`src/verilog/drawSettings.svh`:
```
`ifndef DRAW_SETTINGS_SVH
`define DRAW_SETTINGS_SVH

// Frame geometry, in four-pixel words.
`define DRAW_WORDS_PER_ROW    16
`define DRAW_ROWS             8

// RGB565 palette.
`define DRAW_COLOR_BACKGROUND 16'h0841
`define DRAW_COLOR_BORDER     16'hffe0 // Yellow.
`define DRAW_COLOR_WAVE       16'h07e0 // Green.
`define DRAW_COLOR_CURSOR     16'hf800 // Red.
`define DRAW_COLOR_BIT        16'hffff // White.

// Wave bar limits.
`define DRAW_MAX_PERIODS      3'd5
`define DRAW_WORDS_PER_PERIOD 3

// Target rows of the refresh pass. Border uses rows 0 and 7.
`define DRAW_ROW_WAVE         3'd1
`define DRAW_ROW_CURSOR       3'd2
`define DRAW_ROW_PULSE        3'd3
`define DRAW_ROW_ACCUM        3'd4

// Wishbone word addresses.
`define DRAW_REG_CTRL         2'd0
`define DRAW_REG_PULSE        2'd1
`define DRAW_REG_ACCUM        2'd2
`define DRAW_REG_STATUS       2'd3

// CTRL field positions.
`define DRAW_CTRL_ENABLE      0
`define DRAW_CTRL_PERIODS_HI  6
`define DRAW_CTRL_PERIODS_LO  4
`define DRAW_CTRL_GAIN_HI     9
`define DRAW_CTRL_GAIN_LO     8
`define DRAW_CTRL_CURSOR_HI   15
`define DRAW_CTRL_CURSOR_LO   12

`endif

```
`src/verilog/drawPkg.sv`:
```
package drawPkg;

    // Bank(2) + row(13) + column(9). Column is word index times 4.
    typedef logic [23:0] sdramAddr;
    typedef logic [15:0] pixel;       // RGB565.
    typedef logic [31:0] counterWord; // Pulse and accumulated counters.
    typedef logic [3:0]  cursorIndex;
    typedef logic [2:0]  periodCount;
    typedef logic [1:0]  gainShift;   // Right shift of the pulse counter.

    // Drawing commands understood by the core.
    typedef enum logic [2:0] {
        cmdClear,
        cmdBorder,
        cmdWave,
        cmdCursor,
        cmdBits
    } drawCmd;

    // Scheduler steps, power-on first, then the refresh loop.
    typedef enum logic [2:0] {
        schedSettle,
        schedClear,
        schedBorder,
        schedWave,
        schedCursor,
        schedPulse,
        schedAccum
    } schedState;

    typedef enum logic [1:0] {
        coreIdle,
        coreWrite,
        coreDone
    } coreState;

endpackage

```
`src/verilog/drawRegs.sv`:
```
`timescale 1ns/10ps
`include "drawSettings.svh"

module drawRegs import drawPkg::*; (
    input  logic        clk,
    input  logic        rst_n,
    // Wishbone classic slave.
    input  logic        cyc,
    input  logic        stb,
    input  logic        we,
    input  logic [1:0]  adr,
    input  logic [31:0] datIn,
    output logic        ack,
    output logic [31:0] datOut,
    // Scheduler side.
    input  logic        passDone,
    input  logic        pulseTaken,
    output logic        enable,
    output periodCount  periods,
    output cursorIndex  cursor,
    output gainShift    gain,
    output counterWord  pulseValue,
    output counterWord  accumValue,
    output logic        pulsePending
);

    logic [31:0] ctrlReg;
    logic [15:0] passCount; // STATUS[15:0].
    logic        access;    // New strobe, not yet acked.

    assign access = cyc && stb && !ack;

    ////////////////////////////////////////////////////////////////////////////
    // Register writes and single-cycle ack.

    always_ff @(posedge clk or negedge rst_n) begin
        if (!rst_n) begin
            ack        <= 1'b0;
            ctrlReg    <= '0;
            pulseValue <= '0;
            accumValue <= '0;
        end else begin
            ack <= access; // One ack per strobe.
            if (access && we) begin
                case (adr)
                    `DRAW_REG_CTRL:  ctrlReg    <= datIn;
                    `DRAW_REG_PULSE: pulseValue <= datIn;
                    `DRAW_REG_ACCUM: accumValue <= datIn;
                    default: ; // STATUS is read-only.
                endcase
            end
        end
    end

    // New counter flag, a fresh write wins over a take.
    always_ff @(posedge clk or negedge rst_n) begin
        if (!rst_n) begin
            pulsePending <= 1'b0;
        end else if (access && we && adr == `DRAW_REG_PULSE) begin
            pulsePending <= 1'b1;
        end else if (pulseTaken) begin
            pulsePending <= 1'b0;
        end
    end

    always_ff @(posedge clk or negedge rst_n) begin
        if (!rst_n) begin
            passCount <= '0;
        end else if (passDone) begin
            passCount <= passCount + 16'd1; // Wraps.
        end
    end

    // Read data, valid with ack.
    always_ff @(posedge clk) begin
        if (access && !we) begin
            case (adr)
                `DRAW_REG_CTRL:  datOut <= ctrlReg;
                `DRAW_REG_PULSE: datOut <= pulseValue;
                `DRAW_REG_ACCUM: datOut <= accumValue;
                default:         datOut <= {16'd0, passCount};
            endcase
        end
    end

    // CTRL fields.
    assign enable  = ctrlReg[`DRAW_CTRL_ENABLE];
    assign periods = ctrlReg[`DRAW_CTRL_PERIODS_HI:`DRAW_CTRL_PERIODS_LO];
    assign gain    = ctrlReg[`DRAW_CTRL_GAIN_HI:`DRAW_CTRL_GAIN_LO];
    assign cursor  = ctrlReg[`DRAW_CTRL_CURSOR_HI:`DRAW_CTRL_CURSOR_LO];

    // Ack only answers a live strobe.
    ackNeedsStb: assert property (@(posedge clk) disable iff (!rst_n) ack |-> stb);

endmodule

```
`src/verilog/drawScheduler.sv`:
```
`timescale 1ns/10ps
`include "drawSettings.svh"

module drawScheduler import drawPkg::*; (
    input  logic        clk,
    input  logic        rst_n,
    input  logic        enable,
    input  periodCount  periods,
    input  cursorIndex  cursor,
    input  gainShift    gain,
    input  counterWord  pulseValue,
    input  counterWord  accumValue,
    input  logic        pulsePending,
    input  logic        busy,
    input  logic        done,
    output logic        start,
    output drawCmd      cmd,
    output logic [2:0]  row,
    output counterWord  arg,
    output logic        pulseTaken,
    output logic        passDone,
    output logic        led
);

    schedState  state;
    schedState  nextState;
    logic       issued;    // Command of this step is running.
    logic       issue;
    drawCmd     stepCmd;
    logic [2:0] stepRow;
    counterWord stepArg;
    periodCount periodsClamped;
    cursorIndex cursorQ;   // Per-pass copies.
    gainShift   gainQ;
    counterWord pulseQ;

    assign periodsClamped = (periods > `DRAW_MAX_PERIODS) ? `DRAW_MAX_PERIODS : periods;
    assign issue = (state != schedSettle) && !issued && enable && !busy;

    // Taken on the edge that copies pulseQ.
    assign pulseTaken = issue && (state == schedWave) && pulsePending;

    ////////////////////////////////////////////////////////////////////////////
    // Step decode.

    always_comb begin
        stepCmd   = cmdClear;
        stepRow   = 3'd0;
        stepArg   = '0;
        nextState = schedWave; // Loop back after the accumulated row.
        case (state)
            schedSettle: nextState = schedClear;
            schedClear: begin
                stepArg   = {16'd0, `DRAW_COLOR_BACKGROUND};
                nextState = schedBorder;
            end
            schedBorder: stepCmd = cmdBorder; // Core picks rows 0 and 7.
            schedWave: begin
                stepCmd   = cmdWave;
                stepRow   = `DRAW_ROW_WAVE;
                stepArg   = {29'd0, periodsClamped}; // Clamped live value.
                nextState = schedCursor;
            end
            schedCursor: begin
                stepCmd   = cmdCursor;
                stepRow   = `DRAW_ROW_CURSOR;
                stepArg   = {28'd0, cursorQ};
                nextState = schedPulse;
            end
            schedPulse: begin
                stepCmd   = cmdBits;
                stepRow   = `DRAW_ROW_PULSE;
                stepArg   = pulseQ >> gainQ; // Gain divider.
                nextState = schedAccum;
            end
            default: begin
                stepCmd = cmdBits;
                stepRow = `DRAW_ROW_ACCUM;
                stepArg = accumValue; // Unscaled.
            end
        endcase
    end

    ////////////////////////////////////////////////////////////////////////////
    // Step sequencing.

    always_ff @(posedge clk or negedge rst_n) begin
        if (!rst_n) begin
            state      <= schedSettle;
            issued     <= 1'b0;
            start      <= 1'b0;
            passDone   <= 1'b0;
            led        <= 1'b0;
            cursorQ    <= '0;
            gainQ      <= '0;
            pulseQ     <= '0;
        end else begin
            start      <= 1'b0;
            passDone   <= 1'b0;
            if (state == schedSettle) begin
                state <= nextState; // One idle cycle after reset.
            end else if (issued) begin
                if (done) begin
                    issued <= 1'b0;
                    state  <= nextState;
                    if (state == schedAccum) begin
                        passDone <= 1'b1; // End of a refresh pass.
                        led      <= ~led;
                    end
                end
            end else if (issue) begin
                start  <= 1'b1;
                issued <= 1'b1;
                if (state == schedWave) begin // Start of a pass.
                    cursorQ <= cursor;
                    gainQ   <= gain;
                    if (pulsePending) begin
                        pulseQ <= pulseValue;
                    end
                end
            end
        end
    end

    // Command payload for the core, sampled with start.
    always_ff @(posedge clk) begin
        if (issue) begin
            cmd <= stepCmd;
            row <= stepRow;
            arg <= stepArg;
        end
    end

    // Never hand a command to a busy core.
    startWhenIdle: assert property (@(posedge clk) disable iff (!rst_n) start |-> !busy);

endmodule

```
`src/verilog/drawCore.sv`:
```
`timescale 1ns/10ps
`include "drawSettings.svh"

module drawCore import drawPkg::*; (
    input  logic       clk,
    input  logic       rst_n,
    // Command side.
    input  logic       start,
    input  drawCmd     cmd,
    input  logic [2:0] row,
    input  counterWord arg,
    output logic       busy,
    output logic       done,
    // Frame-buffer write port.
    output logic       wrReq,
    output sdramAddr   wrAddr,
    output pixel       wrData1,
    output pixel       wrData2,
    output pixel       wrData3,
    output pixel       wrData4,
    input  logic       wrDone
);

    localparam logic [3:0] LastCol = 4'(`DRAW_WORDS_PER_ROW - 1);
    localparam logic [2:0] LastRow = 3'(`DRAW_ROWS - 1);

    coreState   state;
    drawCmd     cmdQ;
    counterWord argQ;
    logic [2:0] rowQ;      // Current target row.
    logic [3:0] wordIdx;   // Word within the row.
    logic       multiRow;  // Clear and border span rows.
    logic       lastWord;
    logic [4:0] waveLimit; // Words covered by the bar.
    logic [4:0] bitIdx;
    pixel       pix [4];

    assign multiRow  = (cmdQ == cmdClear) || (cmdQ == cmdBorder);
    assign lastWord  = (wordIdx == LastCol) && (!multiRow || rowQ == LastRow);
    assign waveLimit = 5'(argQ[2:0]) * 5'(`DRAW_WORDS_PER_PERIOD);

    ////////////////////////////////////////////////////////////////////////////
    // Control FSM.

    always_ff @(posedge clk or negedge rst_n) begin
        if (!rst_n) begin
            state <= coreIdle;
            busy  <= 1'b0;
            done  <= 1'b0;
        end else begin
            done <= 1'b0;
            case (state)
                coreIdle: begin
                    if (start) begin
                        busy  <= 1'b1;
                        state <= coreWrite;
                    end
                end
                coreWrite: begin
                    if (wrDone && lastWord) state <= coreDone; // Drop wrReq.
                end
                coreDone: begin
                    done  <= 1'b1; // Done and busy change together.
                    busy  <= 1'b0;
                    state <= coreIdle;
                end
                default: state <= coreIdle;
            endcase
        end
    end

    // Command copy and word walk.
    always_ff @(posedge clk) begin
        if (state == coreIdle && start) begin
            cmdQ    <= cmd;
            argQ    <= arg;
            rowQ    <= (cmd == cmdClear || cmd == cmdBorder) ? 3'd0 : row;
            wordIdx <= '0;
        end else if (state == coreWrite && wrDone && !lastWord) begin
            wordIdx <= wordIdx + 4'd1;
            if (wordIdx == LastCol) begin
                // Border jumps from top row to bottom row.
                rowQ <= (cmdQ == cmdBorder) ? LastRow : rowQ + 3'd1;
            end
        end
    end

    ////////////////////////////////////////////////////////////////////////////
    // Pixel forming.

    always_comb begin
        bitIdx = '0;
        for (int p = 0; p < 4; p++) begin
            bitIdx = {wordIdx[2:0], 2'(p)}; // Bit k = word*4 + p.
            case (cmdQ)
                cmdClear:  pix[p] = argQ[15:0];
                cmdBorder: pix[p] = `DRAW_COLOR_BORDER;
                cmdWave:
                    pix[p] = ({1'b0, wordIdx} < waveLimit) ? `DRAW_COLOR_WAVE
                                                           : `DRAW_COLOR_BACKGROUND;
                cmdCursor:
                    pix[p] = (wordIdx == argQ[3:0]) ? `DRAW_COLOR_CURSOR
                                                    : `DRAW_COLOR_BACKGROUND;
                default: // Bits, upper half of the row stays blank.
                    pix[p] = (!wordIdx[3] && argQ[bitIdx]) ? `DRAW_COLOR_BIT
                                                           : `DRAW_COLOR_BACKGROUND;
            endcase
        end
    end

    assign wrReq   = (state == coreWrite);
    assign wrAddr  = {2'b00, 10'd0, rowQ, 3'd0, wordIdx, 2'b00}; // Bank 0.
    assign wrData1 = pix[0]; // Leftmost pixel.
    assign wrData2 = pix[1];
    assign wrData3 = pix[2];
    assign wrData4 = pix[3];

    // Request payload holds until the controller answers.
    wrHeld: assert property (@(posedge clk) disable iff (!rst_n)
        wrReq && !wrDone |=> wrReq && $stable(wrAddr) && $stable(wrData1)
                             && $stable(wrData2) && $stable(wrData3) && $stable(wrData4));

endmodule

```
`src/verilog/displayDrawSystem.sv`:
```
`timescale 1ns/10ps

module displayDrawSystem import drawPkg::*; (
    input  logic        clk,
    input  logic        rst_n,
    // Wishbone classic slave.
    input  logic        cyc,
    input  logic        stb,
    input  logic        we,
    input  logic [1:0]  adr,
    input  logic [31:0] datIn,
    output logic        ack,
    output logic [31:0] datOut,
    // Frame-buffer SDRAM write port.
    output logic        wrReq,
    output sdramAddr    wrAddr,
    output pixel        wrData1,
    output pixel        wrData2,
    output pixel        wrData3,
    output pixel        wrData4,
    input  logic        wrDone,
    output logic        led     // Heartbeat, one toggle per pass.
);

    // Register block to scheduler.
    logic       enable;
    periodCount periods;
    cursorIndex cursor;
    gainShift   gain;
    counterWord pulseValue;
    counterWord accumValue;
    logic       pulsePending;
    logic       pulseTaken;
    logic       passDone;

    // Scheduler to core.
    logic       start;
    logic       busy;
    logic       done;
    drawCmd     cmd;
    logic [2:0] row;
    counterWord arg;

    drawRegs regs (
        .clk(clk), .rst_n(rst_n),
        .cyc(cyc), .stb(stb), .we(we), .adr(adr), .datIn(datIn),
        .ack(ack), .datOut(datOut),
        .passDone(passDone), .pulseTaken(pulseTaken),
        .enable(enable), .periods(periods), .cursor(cursor), .gain(gain),
        .pulseValue(pulseValue), .accumValue(accumValue), .pulsePending(pulsePending)
    );

    drawScheduler scheduler (
        .clk(clk), .rst_n(rst_n),
        .enable(enable), .periods(periods), .cursor(cursor), .gain(gain),
        .pulseValue(pulseValue), .accumValue(accumValue), .pulsePending(pulsePending),
        .busy(busy), .done(done),
        .start(start), .cmd(cmd), .row(row), .arg(arg),
        .pulseTaken(pulseTaken), .passDone(passDone), .led(led)
    );

    drawCore core (
        .clk(clk), .rst_n(rst_n),
        .start(start), .cmd(cmd), .row(row), .arg(arg),
        .busy(busy), .done(done),
        .wrReq(wrReq), .wrAddr(wrAddr),
        .wrData1(wrData1), .wrData2(wrData2), .wrData3(wrData3), .wrData4(wrData4),
        .wrDone(wrDone)
    );

endmodule

```
`config.mk`:
```
export PLATFORM = sky130hd
export DESIGN_NAME = displayDrawSystem
export DESIGN_NICKNAME = d
export VERILOG_FILES = /design/src/verilog/drawPkg.sv /design/src/verilog/drawRegs.sv /design/src/verilog/drawScheduler.sv /design/src/verilog/drawCore.sv /design/src/verilog/displayDrawSystem.sv
export VERILOG_INCLUDE_DIRS = /design/src /design/src/verilog
export SDC_FILE = /design/constraint.sdc
export NUM_CORES = 1
export LEC_CHECK = 0
export BUFFER_PORTS_ARGS = -buffer_cell sky130_fd_sc_hd__buf_2
export CAP_MARGIN = 20
export CORE_UTILIZATION = 45
export DETAILED_ROUTE_END_ITERATION = 8
export GPL_TIMING_DRIVEN = 0
export HOLD_SLACK_MARGIN = 0.08
export PLACE_DENSITY = 0.67
export SYNTH_ARGS = -nofsm -noshare
export SYNTH_HDL_FRONTEND = slang
export SYNTH_SLANG_ARGS = --single-unit
```
`constraint.sdc`:
```
create_clock -name clk -period 3.15 [get_ports clk]
set_clock_uncertainty 0.1 [all_clocks]
set_input_delay 0.1575 -clock clk [delete_from_list [all_inputs] [get_ports clk]]
set_output_delay 0.1575 -clock clk [all_outputs]
set_load 0.01 [all_outputs]
```
==> run_results.csv, run 1 <==
group,metric,value,unit
clock_tree,cts_max_path_buffers,3,
sta,tns,-1.56,ns
worst_setup_path,endpoint_kind,"output port",
logic_synthesis,synth-edff-count,108,
floorplanning,dieArea,29100,um^2
sta,rsz0062_at_grt,"yes",
placed_design,pre_cts_slack,0.0369,ns
clock_tree,cts-root-buf,"clkbuf_16",
clock_tree,path_clk_slew,0.06,ns
detailed_routing,initialDrtViolationCount,496,
logic_synthesis,yosys.area.top_type,"dfrtp_1",
clock_tree,cts_buffers,28,
sta,timing.final.hold_violations,0,
worst_setup_path,worstSetupStartpointType,"flip-flop",
cells_and_area,ff_latch_area,7400,um^2
cells_and_area,syn2layout_area_growth,22.7,%
floorplanning,coreArea,27900,um^2
sta,finalSetupViolCount,26,
clock_tree,cts_sinks,275,
cells_and_area,multi_input_area,5060,um^2
logic_synthesis,synth_area_leaders,"dfrtp_1, edfxtp_1, mux2_2",
global_route,overflow,0,
sta,finalMaxSlewViolations,0,
sta,fmax,301,MHz
power_and_ir_drop,peakVddDrop,0.409,mV
worst_setup_path,crit_arrival,3.06,ns
logic_synthesis,netlist_area,12800,um^2
detailed_routing,wl,30800,um
detailed_routing,wl_per_cell,19.1,um
logic_synthesis,syn_area_per_cell,13.0,um^2
worst_setup_path,worstPathMaxFanout,4,
outcome,failed_checks,"setup timing",
placed_design,dpl-instance-area,14100,um^2
logic_synthesis,synthCells,981,
logic_synthesis,synth-seq-area-share,0.579,
sta,period_share,1.05,
logic_synthesis,synth_top_area_share,0.319,
detailed_routing,drc,0,
floorplanning,start_util,0.459,
cells_and_area,layout.nets,1269,
sta,fin_ws,-0.168,ns
worst_setup_path,worstPathRequired,2.89,ns
power_and_ir_drop,powerDensity,647,nW/um^2
detailed_routing,avgViaCountPerCell,5.28,
logic_synthesis,synthTopCellsByCount,"dfrtp_1, nand2_1, mux2_2, edfxtp_1, mux2i_1",
cells_and_area,diodes,0,
floorplanning,rows,61,
detailed_routing,num_vias,8540,
sta,maxSlewHeadroom,0.362,
global_route,grt_pass1_wl,47900,um
logic_synthesis,ys.warnings.count,0,
cells_and_area,postLayoutCellArea,15700,um^2
power_and_ir_drop,power,10.2,mW
worst_setup_path,path_class,"reg2out",
floorplanning,die_x,171,um
logic_synthesis,ys_types,55,
placed_design,hpwl,21900,um
detailed_routing,drt-pass1-iter-count,5,
sta,final.min_clock_period,3.32,ns
detailed_routing,ant_nets,0,
logic_synthesis,synth.most_common_cell,"dfrtp_1",
cells_and_area,final_util,0.563,
cells_and_area,fill_cells,2284,
floorplanning,die_h,171,um
floorplanning,io_pins,163,
power_and_ir_drop,leakagePower,6.88,nW
logic_synthesis,yosys_register_bits,275,
cells_and_area,drive_above_1_share,0.339,
placed_design,io_buffers,143,
global_route,antenna_found_initial,0,
global_route,grt_max_degree,93,
global_route,grt_usage,0.215,
outcome,outcome,"complete, but fails checks",
clock_tree,cts_tree,"done",
sta,worst_slew_pin_slew,0.955,ns
logic_synthesis,synth_async_sr_flop_share,0.593,
clock_tree,htree_levels,1,
global_route,grt_pass1_vias,8443,
worst_hold_path,hp-class,"in2async",
worst_setup_path,rrSetupSlack,0.37,ns
run,max-cap-violations,0,
clock_tree,clkLatencyLatePin,0.54,ns
placed_design,gp_congestion,0.895,
logic_synthesis,ys.flop_type,"dfrtp_1",
final timing paths:
kind                                             start                         endpoint  cells after the start
setup / recovery                core.argQ[0]$_DFFE_PP_                       wrData3[0]                     10
hold / removal                                   rst_n  regs.accumValue[30]$_DFFE_PN0P_                      2
setup reg to reg                    regs.ack$_DFF_PN0_  regs.accumValue[20]$_DFFE_PN0P_                      5
hold reg to reg            scheduler.arg[30]$_DFFE_PP_          core.argQ[30]$_DFFE_PP_                      0
max in group asynchronous                        rst_n     regs.ctrlReg[14]$_DFFE_PN0P_                      3
min in group clk                                adr[0]         regs.datOut[1]$_DFFE_PP_                      2
cell type report:
class                   instances  area share
repair buffers                191      0.0804
inverters                      17     0.00407
clock buffers                  36      0.0498
flip-flops and latches        275       0.472
plain buffers                  80      0.0301
clock inverters                16      0.0117
well taps                     378      0.0301
multi-input cells             625       0.322
per-stage QoR:
| step | instances | hold slack, ns |
|---|---|---|
| 3_5_place_dp | 1521 | 0.0777 |
| 3_3_place_gp | 1518 | 0.302 |
| 2_1_floorplan | 997 | -0.238 |
| 5_1_grt | 1618 | 0.122 |
| 6_report | 1618 | 0.0904 |
| 4_1_cts | 1616 | 0.0932 |
report_power, final:
part	switching (mW)	total (mW)	internal, mW
logic	1.13	2.14	1.01
registers	0.392	4.59	4.20
clock network	1.36	3.43	2.07
what timing repair did:
item,in CTS,in global routing
endpoints found under the hold margin,273,0
hold buffers,37,0
endpoints found under the setup margin,55,41
setup buffers,6,2
pin swaps,5,7
resized for setup,21,7
state kept, by name (all words and copies together) (netlist names), 2 cells and up:
name	count
regs.ctrlReg	32
regs.passCount	16
scheduler.pulseQ	32
scheduler.cmd	3
scheduler.state	3
regs.accumValue	32
regs.datOut	32
core.argQ	32
scheduler.arg	32
scheduler.gainQ	2
core.wordIdx	4
core.cmdQ	3
core.state	2
scheduler.row	3
core.rowQ	3
scheduler.cursorQ	4
regs.pulseValue	32
layer usage:
metal	routed length (um)	global-route usage	vias to the layer above
met4	605	0.0525	0
met1	13800	0.292	4240
met5	0	0	-
met2	14800	0.364	284
met3	1600	0.0319	45
li1	-	-	3971
critical path, cell delays in order, from the launching register on:
cell,delay [ns]
edfxtp_1,0.43
ha_2,0.22
fa_2,0.40
xnor2_2,0.16
ha_4,0.30
a21o_1,0.16
a21oi_4,0.06
a211o_1,0.26
o211ai_1,0.22
buf_4,0.20
buf_6,0.09
layout by cell type, fill, tap and decap left out, types with 8 or more instances in the layout:
cell type / count
xnor2_1: 14
mux4_2: 18
o21ai_0: 48
nand4_1: 11
clkbuf_16: 29
a32o_1: 8
dlygate4sd3_1: 37
buf_2: 143
nor3_1: 11
nor2_1: 38
inv_1: 16
dfrtp_1: 163
conb_1: 17
edfxtp_1: 108
nand3_1: 13
clkbuf_1: 37
mux2_4: 30
a21oi_1: 19
nor2b_1: 12
mux2_2: 115
nand2_1: 129
buf_4: 33
mux2i_1: 53
logic make-up after synthesis:
logic type,count (synthesis),share of synthesized area
AOI/OAI and AO/OA,119,0.0596
and+or+nand+nor,240,0.0837
DFF,275,0.579
muxes,216,0.210
buffers and inverters,97,0.0415
xor gates and xnor gates,22,0.0151
other,1,0.000293
adders and majority gates,11,0.0113
(Power assumes the default switching activity.)
==> inputs of run 2 (changes only) <==
--- a/config.mk
+++ b/config.mk
@@ -9,6 +9,7 @@
 export BUFFER_PORTS_ARGS = -buffer_cell sky130_fd_sc_hd__buf_2
 export CAP_MARGIN = 20
 export CORE_UTILIZATION = 45
+export CTS_BUF_LIST = sky130_fd_sc_hd__clkbuf_16
 export DETAILED_ROUTE_END_ITERATION = 8
 export GPL_TIMING_DRIVEN = 0
 export HOLD_SLACK_MARGIN = 0.08
==> run 2 against run 1 <==
  * The run still ends with setup timing left
  * Non-clock buffer count stayed put
  * Register-to-register slack hardly changed
  * Maximum frequency is 0.50% higher
  * Sequential power hardly changed
  * Sequential cell count stayed put
  * Critical endpoint unchanged
  * Critical path depth stayed put
  * Via count is 0.25% lower
  * Final cell count stayed put
  * Critical path type unchanged
  * First-iteration DRC count is 22% higher
  * Combinational power hardly changed
==> run_results.csv, run 2 (synthesized netlist as in run 1, its figures left out) <==
group,metric,value,unit
outcome,outcome,"complete, but fails checks",
outcome,failed_checks,"setup timing",
floorplanning,coreArea,27900,um^2
cells_and_area,diodes,0,
global_route,grt_pass1_wl,47900,um
worst_setup_path,crit_arrival,3.04,ns
global_route,use_met1,0.292,
placed_design,io_buffers,143,
sta,fin_ws,-0.152,ns
sta,final.min_clock_period,3.30,ns
detailed_routing,wl,30700,um
detailed_routing,initialDrtViolationCount,603,
power_and_ir_drop,powerDensity,642,nW/um^2
detailed_routing,drc,0,
cells_and_area,layout.nets,1269,
sta,whs,0.0874,ns
floorplanning,dieArea,29100,um^2
global_route,busiest_layer,"met2",
worst_hold_path,hp-class,"in2async",
detailed_routing,num_vias,8519,
detailed_routing,drt-pass1-iter-count,5,
global_route,grt_max_degree,93,
floorplanning,die_h,171,um
sta,finalMaxSlewViolations,0,
clock_tree,cts_max_path_buffers,3,
sta,period_share,1.05,
worst_setup_path,worstSetupStartpointType,"flip-flop",
floorplanning,rows,61,
clock_tree,cts_tree,"done",
clock_tree,clkLatencyLatePin,0.54,ns
power_and_ir_drop,peakVddDrop,0.402,mV
floorplanning,die_x,171,um
detailed_routing,avgViaCountPerCell,5.27,
sta,tns,-1.35,ns
sta,timing.final.hold_violations,0,
placed_design,place_inst,1521,
clock_tree,cts_buffers,28,
cells_and_area,syn2layout_area_growth,22.5,%
sta,rsz0062_at_grt,"yes",
detailed_routing,wl_per_cell,19.0,um
placed_design,gp_congestion,0.895,
placed_design,hpwl,21900,um
floorplanning,start_util,0.459,
clock_tree,htree_levels,1,
cells_and_area,final_common_cell,"dfrtp_1",
global_route,use_met3,0.0319,
worst_setup_path,path_class,"reg2out",
power_and_ir_drop,power,10.1,mW
sta,worst_slew_pin_slew,0.988,ns
detailed_routing,ant_nets,0,
global_route,grtUsageMet2,0.363,
clock_tree,cts_sinks,275,
sta,maxSlewHeadroom,0.340,
sta,finalSetupViolCount,25,
worst_setup_path,endpoint_kind,"output port",
worst_setup_path,worstPathMaxFanout,4,
cells_and_area,drive_above_1_share,0.337,
power_and_ir_drop,leakagePower,6.88,nW
global_route,grt_pass1_vias,8436,
worst_setup_path,worstPathRequired,2.89,ns
sta,fmax,303,MHz
global_route,antenna_found_initial,0,
global_route,grt_usage,0.215,
global_route,overflow,0,
floorplanning,io_pins,163,
run,max-cap-violations,0,
clock_tree,cts-root-buf,"clkbuf_16",
clock_tree,path_clk_slew,0.06,ns
cells_and_area,final_cell_mix,"dfrtp_1, buf_2, nand2_1, mux2_2, edfxtp_1",
cells_and_area,finalNonFillerCells,1618,
[run 2: what timing repair did]
item,CTS,global route
gates resized for setup,21,7
pin swaps,5,7
hold buffers,37,0
endpoints found under the hold margin,273,0
setup endpoints to repair,55,41
setup buffers,6,2
[run 2: routing by layer]
metal  share of wire  vias to the layer above  wire length (um)
met5               0                        -                 0
met4           0.017                        0               518
met3           0.054                       39              1660
met2            0.48                      299             14800
met1            0.44                     4206             13600
li1                -                     3975                 -
[run 2: power by group]
group	internal, mW	switching [mW]
Clock	1.99	1.35
Combinational	1.01	1.13
Sequential	4.20	0.390
[run 2: layout make-up]
type / instances / area [um^2]
plain buffers: 80 / 473
clock buffers: 29 / 726
clock inverters: 23 / 210
fillers: 2287 / 12200
inverters: 17 / 63.8
multi-input cells: 625 / 5060
flip-flops and latches: 275 / 7400
well taps: 378 / 473
repair buffers: 191 / 1260
[run 2: path summary, 6_finish.rpt]
kind                                              from                                to  slack, ns  cells after the start
max reg2reg                         regs.ack$_DFF_PN0_   regs.accumValue[20]$_DFFE_PN0P_       0.36                      5
max                             core.argQ[0]$_DFFE_PP_                        wrData3[0]      -0.15                     10
min                                              rst_n   regs.accumValue[30]$_DFFE_PN0P_       0.09                      2
min in group clk                                adr[0]          regs.datOut[1]$_DFFE_PP_       0.10                      2
min reg2reg                scheduler.arg[20]$_DFFE_PP_           core.argQ[20]$_DFFE_PP_       0.31                      0
max in group asynchronous                        rst_n  scheduler.pulseQ[18]$_DFFE_PN0P_       2.02                      3
[run 2: critical path: stages (launching register included)]
cell and delay (ns):
edfxtp_1 0.43, ha_2 0.22, fa_2 0.40, xnor2_2 0.16
ha_4 0.30, a21o_1 0.16, a21oi_4 0.06, a211o_1 0.26
o211ai_1 0.22, buf_4 0.19, buf_6 0.09
[run 2: through the flow]
step                setup slack [ns]   util  instance area [um^2]
floorplan                      0.142      -                 12800
global placement              -0.737  0.504                 14000
detailed placement            0.0369  0.508                 14100
CTS                           -0.111  0.561                 15600
global route                  -0.255  0.562                 15700
finish                        -0.152  0.562                 15700
==> inputs of run 3 (changes only) <==
--- a/config.mk
+++ b/config.mk
@@ -11,6 +11,7 @@
 export CORE_UTILIZATION = 45
 export CTS_BUF_LIST = sky130_fd_sc_hd__clkbuf_16
 export DETAILED_ROUTE_END_ITERATION = 8
+export GPL_ROUTABILITY_DRIVEN = 0
 export GPL_TIMING_DRIVEN = 0
 export HOLD_SLACK_MARGIN = 0.08
 export PLACE_DENSITY = 0.67
==> constraint.sdc (replaced) <==
create_clock -name clk -period 2.8 [get_ports clk]
set_clock_uncertainty 0.1 [all_clocks]
set_input_delay 0.14 -clock clk [delete_from_list [all_inputs] [get_ports clk]]
set_output_delay 0.14 -clock clk [all_outputs]
set_load 0.01 [all_outputs]
==> run 3 against run 2 <==
  * The flow still finishes with violations (setup timing)
  * Highest routed layer unchanged
  * Count of clock-buffer cells in the layout stayed put
  * Utilization rose by 0.30 points
  * Final cell count increased by 0.37%
  * First-iteration DRC count grew 1.8%
  * Via count decreased by 0.16%
  * Sequential power rose by 12%
  * Largest power group unchanged
  * Routed wire length down 0.24%
  * Global-route usage is 0.48 points lower
  * Die area did not move
  * Clock power up 14%
  * Sequential share of layout area decreased by 0.25 points
==> run_results.csv, run 3 (synthesized netlist as in run 1, its figures left out) <==
group,metric,value,unit
sta,finalSetupViolCount,36,
sta,period_share,1.17,
clock_tree,cts_buffers,29,
sta,final.min_clock_period,3.29,ns
outcome,failed_checks,"setup timing",
sta,maxSlewHeadroom,0.329,
power_and_ir_drop,switching_share,0.287,
cells_and_area,diodes,0,
cells_and_area,final_util,0.565,
cells_and_area,drive_above_1_share,0.335,
placed_design,place_inst,1521,
clock_tree,cts_max_path_buffers,3,
sta,rsz0062_at_grt,"yes",
worst_setup_path,worstSetupStartpointType,"flip-flop",
cells_and_area,layout.nets,1274,
floorplanning,rows,61,
power_and_ir_drop,peakVddDrop,0.537,mV
power_and_ir_drop,power,11.4,mW
power_and_ir_drop,p_seq_frac,0.452,
sta,tns,-10.97,ns
sta,timing.final.hold_violations,0,
power_and_ir_drop,power_frac_clock,0.335,
power_and_ir_drop,p_int,8.13,mW
clock_tree,path_clk_slew,0.06,ns
global_route,grt_pass1_wl,46800,um
floorplanning,coreArea,27900,um^2
floorplanning,dieArea,29100,um^2
floorplanning,io_pins,163,
cells_and_area,final_cell_mix,"dfrtp_1, buf_2, nand2_1, mux2_2, edfxtp_1",
sta,finalMaxSlewViolations,0,
outcome,outcome,"complete, but fails checks",
global_route,grt_max_degree,116,
detailed_routing,initialDrtViolationCount,614,
placed_design,hpwl,21700,um
power_and_ir_drop,leakagePower,6.93,nW
power_and_ir_drop,p_comb_frac,0.213,
power_and_ir_drop,powerDensity,723,nW/um^2
global_route,grt_pass1_vias,8239,
floorplanning,start_util,0.459,
clock_tree,clkLatencyLatePin,0.56,ns
cells_and_area,final_common_cell,"dfrtp_1",
detailed_routing,wl,30600,um
placed_design,dpl-instance-area,14100,um^2
clock_tree,cts-root-buf,"clkbuf_16",
floorplanning,die_h,171,um
clock_tree,htree_levels,1,
worst_setup_path,crit_arrival,3.05,ns
cells_and_area,postLayoutCellArea,15700,um^2
worst_setup_path,worstPathMaxFanout,6,
global_route,grt_usage,0.210,
floorplanning,die_x,171,um
placed_design,pre_cts_slack,-0.275,ns
sta,fmax,304,MHz
worst_setup_path,worstPathRequired,2.56,ns
cells_and_area,finalNonFillerCells,1624,
sta,fin_ws,-0.489,ns
detailed_routing,avgViaCountPerCell,5.24,
placed_design,io_buffers,143,
global_route,antenna_found_initial,0,
detailed_routing,drt-pass1-iter-count,5,
worst_setup_path,path_class,"reg2out",
worst_hold_path,hp-class,"in2reg",
cells_and_area,syn2layout_area_growth,23.1,%
sta,worst_slew_pin_slew,1.01,ns
worst_setup_path,endpoint_kind,"output port",
detailed_routing,wl_per_cell,18.8,um
clock_tree,cts_tree,"done",
detailed_routing,ant_nets,0,
run,max-cap-violations,0,
clock_tree,cts_sinks,275,
global_route,overflow,0,
detailed_routing,num_vias,8505,
power_and_ir_drop,power_switching,3.27,mW
sta,whs,0.0965,ns
detailed_routing,drc,0,
-- run 3: changes by cell type in the layout (fill, tap and decap cells not counted), moves of 2 or more --
cell,previous run,this run
inv_6,0,2
a31oi_2,4,1
dlygate4sd3_1,37,40
clkinvlp_4,4,2
clkbuf_1,33,30
a31oi_1,0,2
clkinv_1,7,9
buf_12,3,5
-- run 3: path summary, 6_finish.rpt --
path / startpoint / endpoint / slack [ns] / cells after the start
max reg2reg: regs.ack$_DFF_PN0_ / regs.ctrlReg[18]$_DFFE_PN0P_ / 0.15 / 5
max: core.argQ[0]$_DFFE_PP_ / wrData4[0] / -0.49 / 9
min in group asynchronous: rst_n / regs.ctrlReg[1]$_DFFE_PN0P_ / 0.57 / 4
max in group asynchronous: rst_n / regs.pulseValue[20]$_DFFE_PN0P_ / 1.47 / 4
min: adr[0] / regs.ctrlReg[31]$_DFFE_PN0P_ / 0.1 / 3
min reg2reg: scheduler.arg[30]$_DFFE_PP_ / core.argQ[30]$_DFFE_PP_ / 0.31 / 0
-- run 3: worst max-delay path, cell delays in order (launching register included) --
cell and delay [ns]:
edfxtp_1 0.43, ha_2 0.22, fa_2 0.56, inv_2 0.05
ha_4 0.26, o2111ai_4 0.18, a211o_1 0.33, o211ai_1 0.19
buf_4 0.19, buf_6 0.09
-- run 3: area by class of cell --
type                    instances  area (um^2)
plain buffers                  80          480
clock buffers                  29          726
clock inverters                25          219
fillers                      2231        12100
inverters                      17         63.8
multi-input cells             625         5050
flip-flops and latches        275         7400
well taps                     378          473
repair buffers                195         1330
-- run 3: repair_timing --
item                                    in CTS  in global routing
setup buffers                                5                  3
hold buffers                                41                  0
resized for setup                           22                 17
endpoints found under the setup margin      64                 58
pin swaps                                    7                 12
hold endpoints to repair                   275                  0
-- run 3: power by group through the flow --
| stage | clock [mW] | combinational, mW | sequential [mW] |
|---|---|---|---|
| after floorplan | 0 | 1.47 | 5.05 |
| after global placement | 0 | 2.18 | 5.21 |
| after detailed placement | 0 | 2.24 | 5.22 |
| after CTS | 3.88 | 2.38 | 5.14 |
| after global routing | 4.03 | 2.67 | 5.21 |
| final | 3.82 | 2.42 | 5.15 |
-- run 3: metal layers --
metal  wire [um]  up-vias  global-route usage
met1       13600     4204               0.289
met5           0        -                   0
met2       15000      276               0.358
met4         481        0              0.0458
li1            -     3988                   -
met3        1570       37              0.0236
